### config.mk
export PLATFORM = sky130hd
export DESIGN_NAME = rtc_reader_flat
export DESIGN_NICKNAME = d
export VERILOG_FILES = /design/src/common/rtc_pkg.sv /design/src/common/i2c_cmd_if.sv /design/src/hw/rtc_reader.sv /design/src/flat_wrapper.sv
export VERILOG_INCLUDE_DIRS = /design/src /design/src/common
export SDC_FILE = /design/constraint.sdc
export NUM_CORES = 1
export LEC_CHECK = 0
export BUFFER_PORTS_ARGS = -buffer_cell sky130_fd_sc_hd__buf_2
export CAP_MARGIN = 20
export CORE_UTILIZATION = 58
export CTS_BUF_LIST = sky130_fd_sc_hd__clkbuf_8
export CTS_CLUSTER_DIAMETER = 30
export DETAILED_ROUTE_END_ITERATION = 16
export PLACE_DENSITY = 0.88
export SYNTH_ARGS = -nofsm -noshare
export SYNTH_HDL_FRONTEND = slang
export SYNTH_SLANG_ARGS = --single-unit
### constraint.sdc
create_clock -name clk -period 3.3 [get_ports clk]
set_clock_uncertainty 0.2 [all_clocks]
set_input_delay 0.165 -clock clk [delete_from_list [all_inputs] [get_ports clk]]
set_output_delay 0.165 -clock clk [all_outputs]
set_load 0.01 [all_outputs]
### src/common/rtc_cfg.svh
// RTC reader configuration

`ifndef RTC_CFG_SVH
`define RTC_CFG_SVH

// system clock in MHz
`define RTC_CLK_MHZ 25

// clocks per quarter of an scl period, about 100 kHz on the bus
`define RTC_SCL_DIV ((`RTC_CLK_MHZ * 10) / 4)

// one register request every 2^n + 1 clocks
`define RTC_SLOW_BITS 18

// 7-bit i2c address of the clock chip
`define RTC_DEV_ADDR 7'h6F

`endif

### src/common/rtc_pkg.sv
// RTC reader shared types

package rtc_pkg;

  // i2c master sequencer states
  typedef enum logic [3:0] {
    st_idle,     // bus released, waiting for a command
    st_start,    // start condition
    st_addr_wr,  // device address + write bit, then ack
    st_reg_addr, // register address byte, then ack
    st_wdata,    // data byte for a register write
    st_rstart,   // repeated start before the read phase
    st_addr_rd,  // device address + read bit, then ack
    st_rdata,    // eight bits shifted in from the slave
    st_nack,     // master nack ends the single-byte read
    st_stop,     // stop condition
    st_done      // one cycle, busy already low
  } i2c_state_t;

  // command opcode, one bit on the interface
  typedef enum logic {
    op_write = 1'b0,
    op_read  = 1'b1
  } i2c_op_t;

  // mcp7940n timekeeping register map, 0..6
  typedef enum logic [2:0] {
    reg_sec   = 3'd0, // seconds + oscillator start bit
    reg_min   = 3'd1,
    reg_hour  = 3'd2, // hours + 12/24 select
    reg_wday  = 3'd3, // weekday + battery flags
    reg_day   = 3'd4,
    reg_month = 3'd5, // month + leap year flag
    reg_year  = 3'd6
  } rtc_reg_t;

endpackage

### src/common/i2c_cmd_if.sv
// I2C command interface

`timescale 1ns/1ps

interface i2c_cmd_if
  import rtc_pkg::*;
();

  // request side
  logic       wr_ctrl;  // one-cycle command strobe
  i2c_op_t    op;       // read or write
  logic [6:0] dev_addr; // 7-bit slave address
  logic [7:0] reg_addr; // register index inside the slave
  logic [7:0] wdata;    // payload for op_write

  // status side
  logic       busy;     // high while a transaction runs
  logic       ack_ok;   // all address and register bytes acked, valid on busy fall
  logic [7:0] rdata;    // byte read back, valid on busy fall

  modport requester (
    output wr_ctrl, op, dev_addr, reg_addr, wdata,
    input  busy, ack_ok, rdata
  );

  modport executor (
    input  wr_ctrl, op, dev_addr, reg_addr, wdata,
    output busy, ack_ok, rdata
  );

endinterface

### src/hw/rtc_reader.sv
// RTC register reader

`timescale 1ns/1ps

`include "rtc_cfg.svh"

module rtc_reader
  import rtc_pkg::*;
#(
  parameter int slow_bits = 18 // request every 2^n + 1 clocks
) (
  input  logic         clk,
  input  logic         reset,
  i2c_cmd_if.requester cmd,
  output logic         tick,     // one cycle, datetime refreshed
  output logic [55:0]  datetime  // bcd {yy, mm, dd, wd, hh, mm, ss}
);

  logic [slow_bits:0] slow;     // slowdown counter
  logic               req;      // request strobe
  rtc_reg_t           reg_idx;  // register to request next
  rtc_reg_t           prev_idx; // register of the running transaction
  logic               busy_q;
  logic               done_ok;  // transaction finished and acked
  logic [6:0][7:0]    regs;     // masked register copies, index = register

  // keep only the time bits of each register
  function automatic logic [7:0] mask_byte(input rtc_reg_t r, input logic [7:0] b);
    logic [7:0] m;
    case (r)
      reg_sec, reg_min, reg_day: m = 8'h7f; // st bit in seconds
      reg_hour:                  m = 8'h3f; // 12/24 select
      reg_wday:                  m = 8'h07; // oscrun, pwrfail, vbaten
      reg_month:                 m = 8'h1f; // leap year flag
      default:                   m = 8'hff; // year is plain bcd
    endcase
    return b & m;
  endfunction

  // strobe on the top bit, counter wraps right after it
  assign req = slow[slow_bits];

  always_ff @(posedge clk) begin
    if (reset)
      slow <= '0;
    else if (req)
      slow <= '0;
    else
      slow <= slow + 1'b1;
  end

  // walk 6 down to 0 and around again
  always_ff @(posedge clk) begin
    if (reset) begin
      reg_idx  <= reg_year;
      prev_idx <= reg_sec;
    end else if (req) begin
      reg_idx  <= (reg_idx == reg_sec) ? reg_year : rtc_reg_t'(reg_idx - 3'd1);
      prev_idx <= reg_idx;
    end
  end

  // single register read of the chip
  assign cmd.wr_ctrl  = req;
  assign cmd.op       = op_read;
  assign cmd.dev_addr = `RTC_DEV_ADDR;
  assign cmd.reg_addr = {5'd0, reg_idx};
  assign cmd.wdata    = 8'h00; // unused for reads

  // busy falling edge, nacked transfers are dropped
  assign done_ok = busy_q && !cmd.busy && cmd.ack_ok;

  always_ff @(posedge clk) begin
    if (reset) begin
      busy_q <= 1'b0;
      tick   <= 1'b0;
      regs   <= '0;
    end else begin
      busy_q <= cmd.busy;
      tick   <= done_ok && (prev_idx == reg_sec); // seconds closes the round
      if (done_ok)
        regs[prev_idx] <= mask_byte(prev_idx, cmd.rdata);
    end
  end

  // year in the top byte, seconds in the bottom one
  assign datetime = regs;

endmodule

### src/flat_wrapper.sv
// flat-port wrapper written by rule: the top's interface ports become plain ports
module rtc_reader_flat import rtc_pkg::*;
#(
  parameter int slow_bits = 18                                
)
  (clk, reset, tick, datetime, cmd_wr_ctrl, cmd_op, cmd_dev_addr, cmd_reg_addr, cmd_wdata, cmd_busy, cmd_ack_ok, cmd_rdata);
  i2c_cmd_if cmd_i ();
  input  logic clk;
  input  logic reset;
  output logic tick;
  output logic [55:0] datetime;
  output wire logic [$bits(cmd_i.wr_ctrl)-1:0] cmd_wr_ctrl;
  output wire logic [$bits(cmd_i.op)-1:0] cmd_op;
  output wire logic [$bits(cmd_i.dev_addr)-1:0] cmd_dev_addr;
  output wire logic [$bits(cmd_i.reg_addr)-1:0] cmd_reg_addr;
  output wire logic [$bits(cmd_i.wdata)-1:0] cmd_wdata;
  input wire logic [$bits(cmd_i.busy)-1:0] cmd_busy;
  input wire logic [$bits(cmd_i.ack_ok)-1:0] cmd_ack_ok;
  input wire logic [$bits(cmd_i.rdata)-1:0] cmd_rdata;
  assign cmd_wr_ctrl = cmd_i.wr_ctrl;
  assign cmd_op = cmd_i.op;
  assign cmd_dev_addr = cmd_i.dev_addr;
  assign cmd_reg_addr = cmd_i.reg_addr;
  assign cmd_wdata = cmd_i.wdata;
  assign cmd_i.busy = cmd_busy;
  assign cmd_i.ack_ok = cmd_ack_ok;
  assign cmd_i.rdata = cmd_rdata;
  rtc_reader #(.slow_bits(slow_bits)) u_core (.clk(clk), .reset(reset), .cmd(cmd_i), .tick(tick), .datetime(datetime));
endmodule
Word level (Yosys, flattened, before mapping)
Cells that the tools add are included.
{"block": "word_totals", "register_bits": 83, "output_inout_bits": 82}
{"block": "op_classes", "mux": 7, "n_reduce_logical": 9, "n_addsub": 2, "n_eq_ne": 5, "bitwise_logic": 1, "n_lt_le_gt_ge": 2}
{"op": "56-bit bitwise mux", "count": 1}
{"op": "8-bit case mux with 4 select lines", "count": 1}
{"op": "8-bit demux with 3-bit select", "count": 1}
{"op": "8-bit 2-to-1 mux", "count": 3}
{"op": "19-bit by 1-bit adder with 19-bit output (second input constant)", "count": 1}
{"op": "8-bit AND", "count": 1}
{"op": "3-bit by 2-bit == test with 1-bit output (second input constant)", "count": 2}
{"op": "3-bit == test (second input constant)", "count": 2}
{"op": "3-bit logical NOT", "count": 2}
{"op": "1-bit logical AND", "count": 4}
{"op": "3-bit by 4-bit less-than comparator with 1-bit output (second input constant)", "count": 1}
{"op": "3-bit by 1-bit == test with 1-bit output (second input constant)", "count": 1}
{"op": "3-bit by 1-bit >= comparator with 1-bit output (second input constant)", "count": 1}
{"op": "3-bit 2-to-1 mux", "count": 1}
{"op": "3-bit OR reduction", "count": 1}
{"op": "3-bit by 1-bit subtractor with 3-bit output (second input constant)", "count": 1}
{"op": "2-bit OR reduction", "count": 1}
{"op": "1-bit logical NOT", "count": 1}

Longest topological paths before layout
Gate-level depths: netlist (run 1).
{"block": "depth", "depth_word": 7, "ltp_mapped": 6, "mapped_depth_nobuf": 6}

Worst setup path after synthesis (run 1)
OpenSTA, ideal clock, no wires.
{"block": "synth_path", "kind": "flip-flop to flip-flop", "from": "register u_core.slow[0]", "to": "register u_core.slow[16]", "period_less_slack_ns": 1.660, "path_stages_with_launch": 7, "path_slack_ns": 1.640, "t_arrival_ns": 1.389, "setup_time_ns": 0.070, "required_ns": 3.030, "n_path_buf": 1, "cell_sequence": "dfxtp_1 -> ha_1 -> and3_1 -> buf_2 -> nand4_1 -> or3_1 -> a21oi_1"}
{"block": "synth_via", "elab_chain_len": 1}
{"item": "start: declaration", "line": "rtc_reader.sv:19", "rtl": "logic [slow_bits:0] slow;"}
{"item": "start signal: assignment", "line": "rtc_reader.sv:49", "rtl": "slow <= slow + 1'b1;"}
{"item": "19-bit by 1-bit adder with 19-bit output", "line": "rtc_reader.sv:49"}
No other way between the ends.
A chain may end at the register's enable or synchronous reset.

Worst setup path after layout (run 1)
{"block": "layout_path", "from": "register u_core.prev_idx[1]", "to": "register u_core.regs (netlist bit u_core.datetime[53])"}
{"block": "layout_via", "elab_chain_len": 7, "elab_cells_between_ends": 17, "classes_between": "order compare: 2; eq/ne: 5; mux: 6; bitwise: 1; reduce/logical: 3"}
{"item": "start: declaration", "line": "rtc_reader.sv:22", "rtl": "rtc_reg_t prev_idx;"}
{"item": "start signal: assignment", "line": "rtc_reader.sv:56", "rtl": "prev_idx <= reg_sec;"}
{"item": "start signal: assignment", "line": "rtc_reader.sv:59", "rtl": "prev_idx <= reg_idx;"}
{"item": "3-bit by 1-bit == test with 1-bit output, or another cell as far along", "line": "rtc_reader.sv:30", "rtl": "case (r)"}
{"item": "3-bit OR reduction", "line": "rtc_reader.sv:30"}
{"item": "8-bit case mux with 4 select lines", "line": "rtc_reader.sv:30"}
{"item": "8-bit 2-to-1 mux", "line": "rtc_reader.sv:81", "rtl": "if (done_ok)"}
{"item": "8-bit 2-to-1 mux", "line": "rtc_reader.sv:74", "rtl": "if (reset) begin"}
{"item": "8-bit AND", "line": "rtc_reader.sv:37", "rtl": "return b & m;"}
{"item": "56-bit bitwise mux (*)", "line": "rtc_reader.sv:82", "rtl": "regs[prev_idx] <= mask_byte(prev_idx, cmd.rdata);"}
{"item": "end signal: indexed assignment", "line": "rtc_reader.sv:82"}
{"item": "end: declaration", "line": "rtc_reader.sv:25", "rtl": "logic [6:0][7:0] regs;"}
Mark *: on every way between the ends. The rest lies on a longest branch, timed or not. The select of a mux whose other input is x is not followed.

==> out/qor.txt, run 1 <==
Status -> complete, no violations
Worst r2r src -> u_core.prev_idx[1]
Crit Path Class -> flip-flop to flip-flop
HPWL after DPL -> 4480 um
CTS Buffer Depth -> 2
Min-Delay Path Class -> input port to flip-flop
Critical Path Start -> u_core.prev_idx[1]
Register area -> 0.00166 mm2
Pin count of the biggest net entering global routing -> 47
Synth cell types -> 39
Final ANT Viol Nets -> 0
Number of synthesized register bits -> 83
Fin crit share -> 0.656
DIE AREA -> 0.00599 mm2
Crit-path max FO -> 10
Setup TNS Final -> 0 ps
Die Y-Extent -> 77.4 um
Max-cap violation count -> 0
TritonCTS clock tree -> done
Post-cts sizing count -> 0
Residual DRC count -> 0
Min-delay src -> cmd_rdata[6]
Area Overhead vs Synth -> 17.0%
Worst EP required -> 3310 ps
Arr. time, crit path -> 2180 ps
H-tree levels -> 3
CP endpoint kind -> flip-flop
Final setup violating endpoints -> 0
Cts bufs inserted -> 9
Minimum clock period -> 2160 ps
Slew Limit Fails -> 0
Yosys top cell by area -> dfxtp_1
Worst-margin pin slew -> 800 ps
Core Area -> 0.00551 mm2
Leak -> 1.91 nW
Setup ws final -> 1140 ps
Layout cell share with drive strength beyond 1 -> 0.239
Clock Tree Root -> clkbuf_8
First-pass GRT wire length -> 11000 um
Setup Slack @ Placement -> 1180 ps
Mapped Area -> 0.00329 mm2
Die X -> 77.4 um
Peak VDD IR -> 0.000353 V
Wire length per cell -> 14.1 um
Initial antenna violation count -> 0
Final hold vios -> 0
Synth Area per Inst -> 9.89 um2
Grt total ovfl -> 0
Fmax achieved -> 462 MHz
Vias/cell -> 5.21
Port Buf Inserts -> 72
Synthesis warning total -> 0
Mapped Cells -> 333
Final WL -> 6750 um
DR iter-0 viols -> 126
I/O pins -> 94
Power per cell area -> 495 mW/mm2
Top post-synthesis cells by area -> dfxtp_1, mux2i_1, nor2_1
Starting Density -> 0.598
GP Congestion -> 0.802
Multi-input logic area -> 0.00143 mm2
RSZ-0062 raised after global routing -> no
Worst setup SP type -> flip-flop
Global Route Usage Sum -> 0.239
Top-area cell type share of the netlist area -> 0.504
Vias in the first global route -> 2326
Cell Rows -> 27
Clk_lat worst skew -> 350 ps
Number of diodes -> 0
First-pass DRT Iterations -> 6
DR vias -> 2488
CTS clock-pin slew for the worst setup and hold paths -> 80 ps
Slew HR -> 0.464
Filler cells -> 409
Register area share after synthesis -> 0.504
Nets@finish -> 416
Clk sinks -> 83
-- layer usage --
metal	track usage	wire [um]	vias to the layer above
met1	0.267	2850	1186
met2	0.404	3300	92
met5	0	0	-
li1	-	-	1198
met3	0.0965	461	12
met4	0.0962	145	0
-- kinds of logic after synthesis --
| kind of cell | share of synthesized area |
|---|---|
| xor+xnor | 0.0319 |
| mux | 0.137 |
| compound gates | 0.0300 |
| buf+inv | 0.0858 |
| other cells | 0.00228 |
| simple gates | 0.197 |
| flops | 0.504 |
| fa+ha+maj | 0.0114 |
-- cells in the final DEF, fill, tap and decap left out, types with 6 or more instances in the layout --
| cell | instances |
|---|---|
| buf_2 | 72 |
| nand3_1 | 8 |
| nor2_1 | 61 |
| conb_1 | 21 |
| mux2i_1 | 45 |
| clkbuf_8 | 11 |
| dfxtp_1 | 83 |
| a21oi_1 | 7 |
| xor2_1 | 9 |
| inv_1 | 6 |
| nand4_1 | 6 |
| nand2_1 | 8 |
-- synth_stat cells, drive strengths merged --
library cell and instances:
o211a 1, nor2b 2, xnor2 3, nor3b 5, nand3b 1, clkbuf 8, nor2 62, a21boi 3
inv 6, a21oi 7, nand3 8, o21ai 5, and2 5, xor2 9, ha 3, buf 32
mux2i 45, or4 1, and3 4, and4bb 1, nor4 1, and3b 5, nand4b 1, dfxtp 83
or3 5, nand2 9, o22ai 1, nand4bb 1, nand2b 4, conb 2, or2 2, and4 2
nand4 6
-- report_power, final --
group / switching, W / internal, W / leakage, nW
clock network: 0.000363 / 0.000470 / 0.116
registers: 0.00000423 / 0.00101 / 0.669
logic: 0.0000446 / 0.0000211 / 1.12
-- sequential cells by signal, indices dropped and copies added (netlist names) --
register / count
u_core.busy_q: 1
u_core.datetime: 56
u_core.reg_idx: 3
u_core.tick: 1
u_core.slow: 19
u_core.prev_idx: 3
-- worst paths after layout --
path / cells after the start / to / slack, ps
worst max-delay path: 4 / u_core.datetime[53] / 1140
worst min-delay path: 4 / u_core.datetime[14] / 60
worst max register to register: 4 / u_core.datetime[53] / 1140
worst min register to register: 2 / u_core.slow[18] / 250
-- per-stage QoR --
stage / power (W) / hold slack, ps / instances / area, um2 / util
2_1_floorplan: 0.00109 / 93.2 / 352 / 3370 / -
3_3_place_gp: 0.00109 / 214 / 457 / 3570 / 0.648
3_5_place_dp: 0.00109 / 239 / 457 / 3570 / 0.648
4_1_cts: 0.00192 / 53.9 / 478 / 3850 / 0.700
5_1_grt: 0.00197 / 71.6 / 478 / 3850 / 0.700
6_report: 0.00191 / 56.9 / 478 / 3850 / 0.700
-- critical path, stage by stage (launching register included) --
cell	delay (ps)
dfxtp_1	500
nand4b_1	260
nor3b_2	720
mux2i_1	280
nor2_1	60
-- final cells by class --
cell class,count,area share
inverters,6,0.00584
multi-input cells,223,0.370
clock buffers,11,0.0393
flip-flops and latches,83,0.431
well taps,72,0.0234
clock inverters,5,0.0221
repair buffers,78,0.108
-- what timing repair did --
action,CTS,global route
buffers inserted,0,0
hold endpoints to repair,22,0
hold buffers,5,0
(Power assumes the default switching activity.)
==> inputs of run 2 (changes only) <==
--- a/config.mk
+++ b/config.mk
@@ -6,13 +6,14 @@
 export SDC_FILE = /design/constraint.sdc
 export NUM_CORES = 1
 export LEC_CHECK = 0
+export ABC_AREA = 1
 export BUFFER_PORTS_ARGS = -buffer_cell sky130_fd_sc_hd__buf_2
 export CAP_MARGIN = 20
-export CORE_UTILIZATION = 58
+export CORE_UTILIZATION = 48
 export CTS_BUF_LIST = sky130_fd_sc_hd__clkbuf_8
 export CTS_CLUSTER_DIAMETER = 30
 export DETAILED_ROUTE_END_ITERATION = 16
-export PLACE_DENSITY = 0.88
+export PLACE_DENSITY = 0.77
 export SYNTH_ARGS = -nofsm -noshare
 export SYNTH_HDL_FRONTEND = slang
 export SYNTH_SLANG_ARGS = --single-unit
==> constraint.sdc (replaced) <==
create_clock -name clk -period 1.8 [get_ports clk]
set_clock_uncertainty 0.2 [all_clocks]
set_input_delay 0.09 -clock clk [delete_from_list [all_inputs] [get_ports clk]]
set_output_delay 0.09 -clock clk [all_outputs]
set_load 0.01 [all_outputs]
==> out/qor.txt, run 2 <==
Area fraction in compound gates after synthesis -> 0.110 (+0.0798)
CTS clock-pin slew for the worst setup and hold paths -> 80 ps (about the same)
Die Y-Extent -> 85.0 um (+9.8%)
Setup TNS Final -> 0 ps (unchanged)
Simple-gate area share of the yosys netlist -> 0.264 (+0.0668)
Most frequent cells in the layout -> nor2_1, dfxtp_1, buf_2, nand2_1, o21ai_0
Final ANT Viol Nets -> 0 (unchanged)
CP dominant cell by count -> nand2_1
Port Buf Inserts -> 72 (unchanged)
Vias in the first global route -> 2836 (+22%)
Largest family of logic cells by synthesized area -> simple AND/OR/NAND/NOR gates
Total power -> 0.00325 W (+70%)
Final setup violating endpoints -> 0 (unchanged)
Post-Synth Adder-Cell Area -> 0.0114 (-0.0000345)
Min-Delay Path Class -> input port to flip-flop
Slowest cell on the critical path -> dfxtp_1
Top-area cell type share of the netlist area -> 0.503 (-0.00153)
Crit Path Class -> flip-flop to flip-flop
Residual DRC count -> 10 (+10)
Most frequent cell after synthesis -> nor2_1
Register area share after synthesis -> 0.503 (-0.00153)
Synth cell types -> 31 (-21%)
I/O pins -> 94 (unchanged)
Failing checks -> design-rule violations
Status -> finished, violations left
Layout cell share with drive strength beyond 1 -> 0.222 (-0.0173)
Worst EP required -> 1830 ps (-1480 ps)
Post-synth top cells -> nor2_1, dfxtp_1, nand2_1
Initial antenna violation count -> 0 (unchanged)
First-pass GRT wire length -> 12800 um (+16%)
Vias/cell -> 4.94 (-5.2%)
Leak -> 1.85 nW (-2.8%)
Wire length per cell -> 12.5 um (-12%)
Crit-path max FO -> 5 (-5)
Fmax achieved -> 617 MHz (+33%)
Final hold vios -> 0 (unchanged)
Number of diodes -> 0 (unchanged)
TritonCTS clock tree -> done
GP Congestion -> 0.829 (+3.4%)
Post-Synth XOR/XNOR Area -> 0.00265 (-0.0293)
Final WL -> 7540 um (+12%)
Yosys top cell by area -> dfxtp_1
Nets@finish -> 538 (+29%)
HPWL after DPL -> 5420 um (+21%)
RSZ-0062 raised after global routing -> no
EDFF count, synth -> 0 (unchanged)
Largest stage delay, worst path -> 360 ps (-360 ps)
Worst path cell trace -> ha_1 > nand3_1 > nor2_2 > nand2_1 > nor2_1 > nand2_1 > nand2_1 > nor2_1
Clock Tree Root -> clkbuf_8
Area Overhead vs Synth -> 20.2%
Global Route Usage Sum -> 0.223 (-0.0163)
Synth Area per Inst -> 7.56 um2 (-24%)
Number of synthesized register bits -> 83 (unchanged)
Grt total ovfl -> 0 (unchanged)
Post-CTS Setup Inserts -> 0 (unchanged)
Cell Rows -> 29 (+7.4%)
Core Area -> 0.00649 mm2 (+18%)
Clk_lat worst skew -> 340 ps (about the same)
H-tree levels -> 3 (unchanged)
Clk sinks -> 83 (unchanged)
Async S/R FF share, synth -> 0 (unchanged)
Minimum clock period -> 1620 ps (-543 ps)
Mux cell area share after synthesis -> 0 (-0.137)
Max reg flops -> 56 (unchanged)
Final instance area -> 0.00397 mm2 (+3.1%)
Power per cell area -> 818 mW/mm2 (+65%)
Synth Flop Type -> dfxtp_1
Die X -> 85.0 um (+9.8%)
Mapped Cells -> 437 (+31%)
Starting Density -> 0.509 (-0.0895)
First-pass DRT Iterations -> 13 (+7)
Slew Limit Fails -> 0 (unchanged)
Synthesis warning total -> 0 (unchanged)
CP endpoint kind -> flip-flop
Fin crit share -> 0.901 (+0.245)
Area after DPL -> 0.00368 mm2 (+3.2%)
Peak VDD IR -> 0.000379 V (+7.4%)
CTS Buffer Depth -> 2 (unchanged)
DR vias -> 2986 (+20%)
Most common cell after layout, fill and taps aside -> nor2_1
Top post-synthesis cells by area -> dfxtp_1, nor2_1, nand2_1
Cts bufs inserted -> 9 (unchanged)
DR iter-0 viols -> 194 (+54%)
DIE AREA -> 0.00722 mm2 (+21%)
Max-cap violation count -> 0 (unchanged)
Pin count of the biggest net entering global routing -> 31 (-34%)
Worst setup SP type -> flip-flop
Arr. time, crit path -> 1650 ps (-530 ps)
Mapped Area -> 0.00330 mm2 (+0.30%)
[run 2: changes by cell type in the layout (fill, tap and decap cells not counted), sizes merged, moves of 9 or more]
| cell | before | now |
|---|---|---|
| nor2 | 62 | 120 |
| a21oi | 7 | 21 |
| nand2 | 9 | 63 |
| inv | 6 | 43 |
| mux2i | 45 | 0 |
| xor2 | 9 | 0 |
| o21ai | 5 | 39 |
[run 2: cell families (layout without fill, tap and decap cells)]
logic type | after synthesis | count (layout)
other cells | 2 | 21
xor+xnor | 1 | 1
flops | 83 | 83
fa+ha+maj | 3 | 3
compound gates | 69 | 69
buf+inv | 72 | 144
simple gates | 207 | 207
[run 2: metal layers]
layer | vias to the layer above | share of wire | track usage
met1 | 1371 | 0.46 | 0.284
met2 | 100 | 0.47 | 0.375
met5 | - | 0 | 0
met4 | 0 | 0.011 | 0.0894
li1 | 1506 | - | -
met3 | 9 | 0.058 | 0.0379
[run 2: cell type report]
type                       instances  area [um2]
multi-input combinational        301        1370
tap                               77        96.3
timing repair buffer              86         503
sequential                        83        1660
fill                             596        2520
inverter                          42         159
clock inverter                     6        48.8
clock buffer                      10         138
[run 2: stage by stage]
step           setup WS, ps   util  hold WS (ps)  std cells
6_report                179  0.612          11.6        605
3_3_place_gp            257  0.567           138        579
3_5_place_dp            197  0.567           155        579
2_1_floorplan           397      -          6.87        456
4_1_cts                 152  0.611          8.89        605
5_1_grt                59.8  0.612          18.0        605
[run 2: power by group]
part | leakage (nW) | total [W] | switching, W | internal (W)
combinational | 1.10 | 0.000155 | 0.000102 | 0.0000524
clock | 0.0855 | 0.00124 | 0.000691 | 0.000550
sequential | 0.670 | 0.00185 | 0.00000771 | 0.00185
[run 2: worst paths after layout]
| path | startpoint | endpoint | slack (ps) | cells after the start |
|---|---|---|---|---|
| hold reg to reg | u_core.datetime[22] | u_core.datetime[22] | 240 | 2 |
| setup reg to reg | u_core.slow[0] | u_core.slow[12] | 180 | 8 |
| hold / removal | reset | u_core.reg_idx[0] | 10 | 4 |
| setup / recovery | u_core.slow[0] | u_core.slow[12] | 180 | 8 |
[run 2: timing repair]
action                                  in CTS  in global routing
endpoints found under the setup margin       0                  1
endpoints found under the hold margin       38                  0
hold buffers                                10                  0
resized for setup                            0                  1
[run 2: critical path: cells and delay by family (launching register included)]
family        cells  cell delay [ps]
flops             1              360
fa+ha+maj         1              200
simple gates      7              730
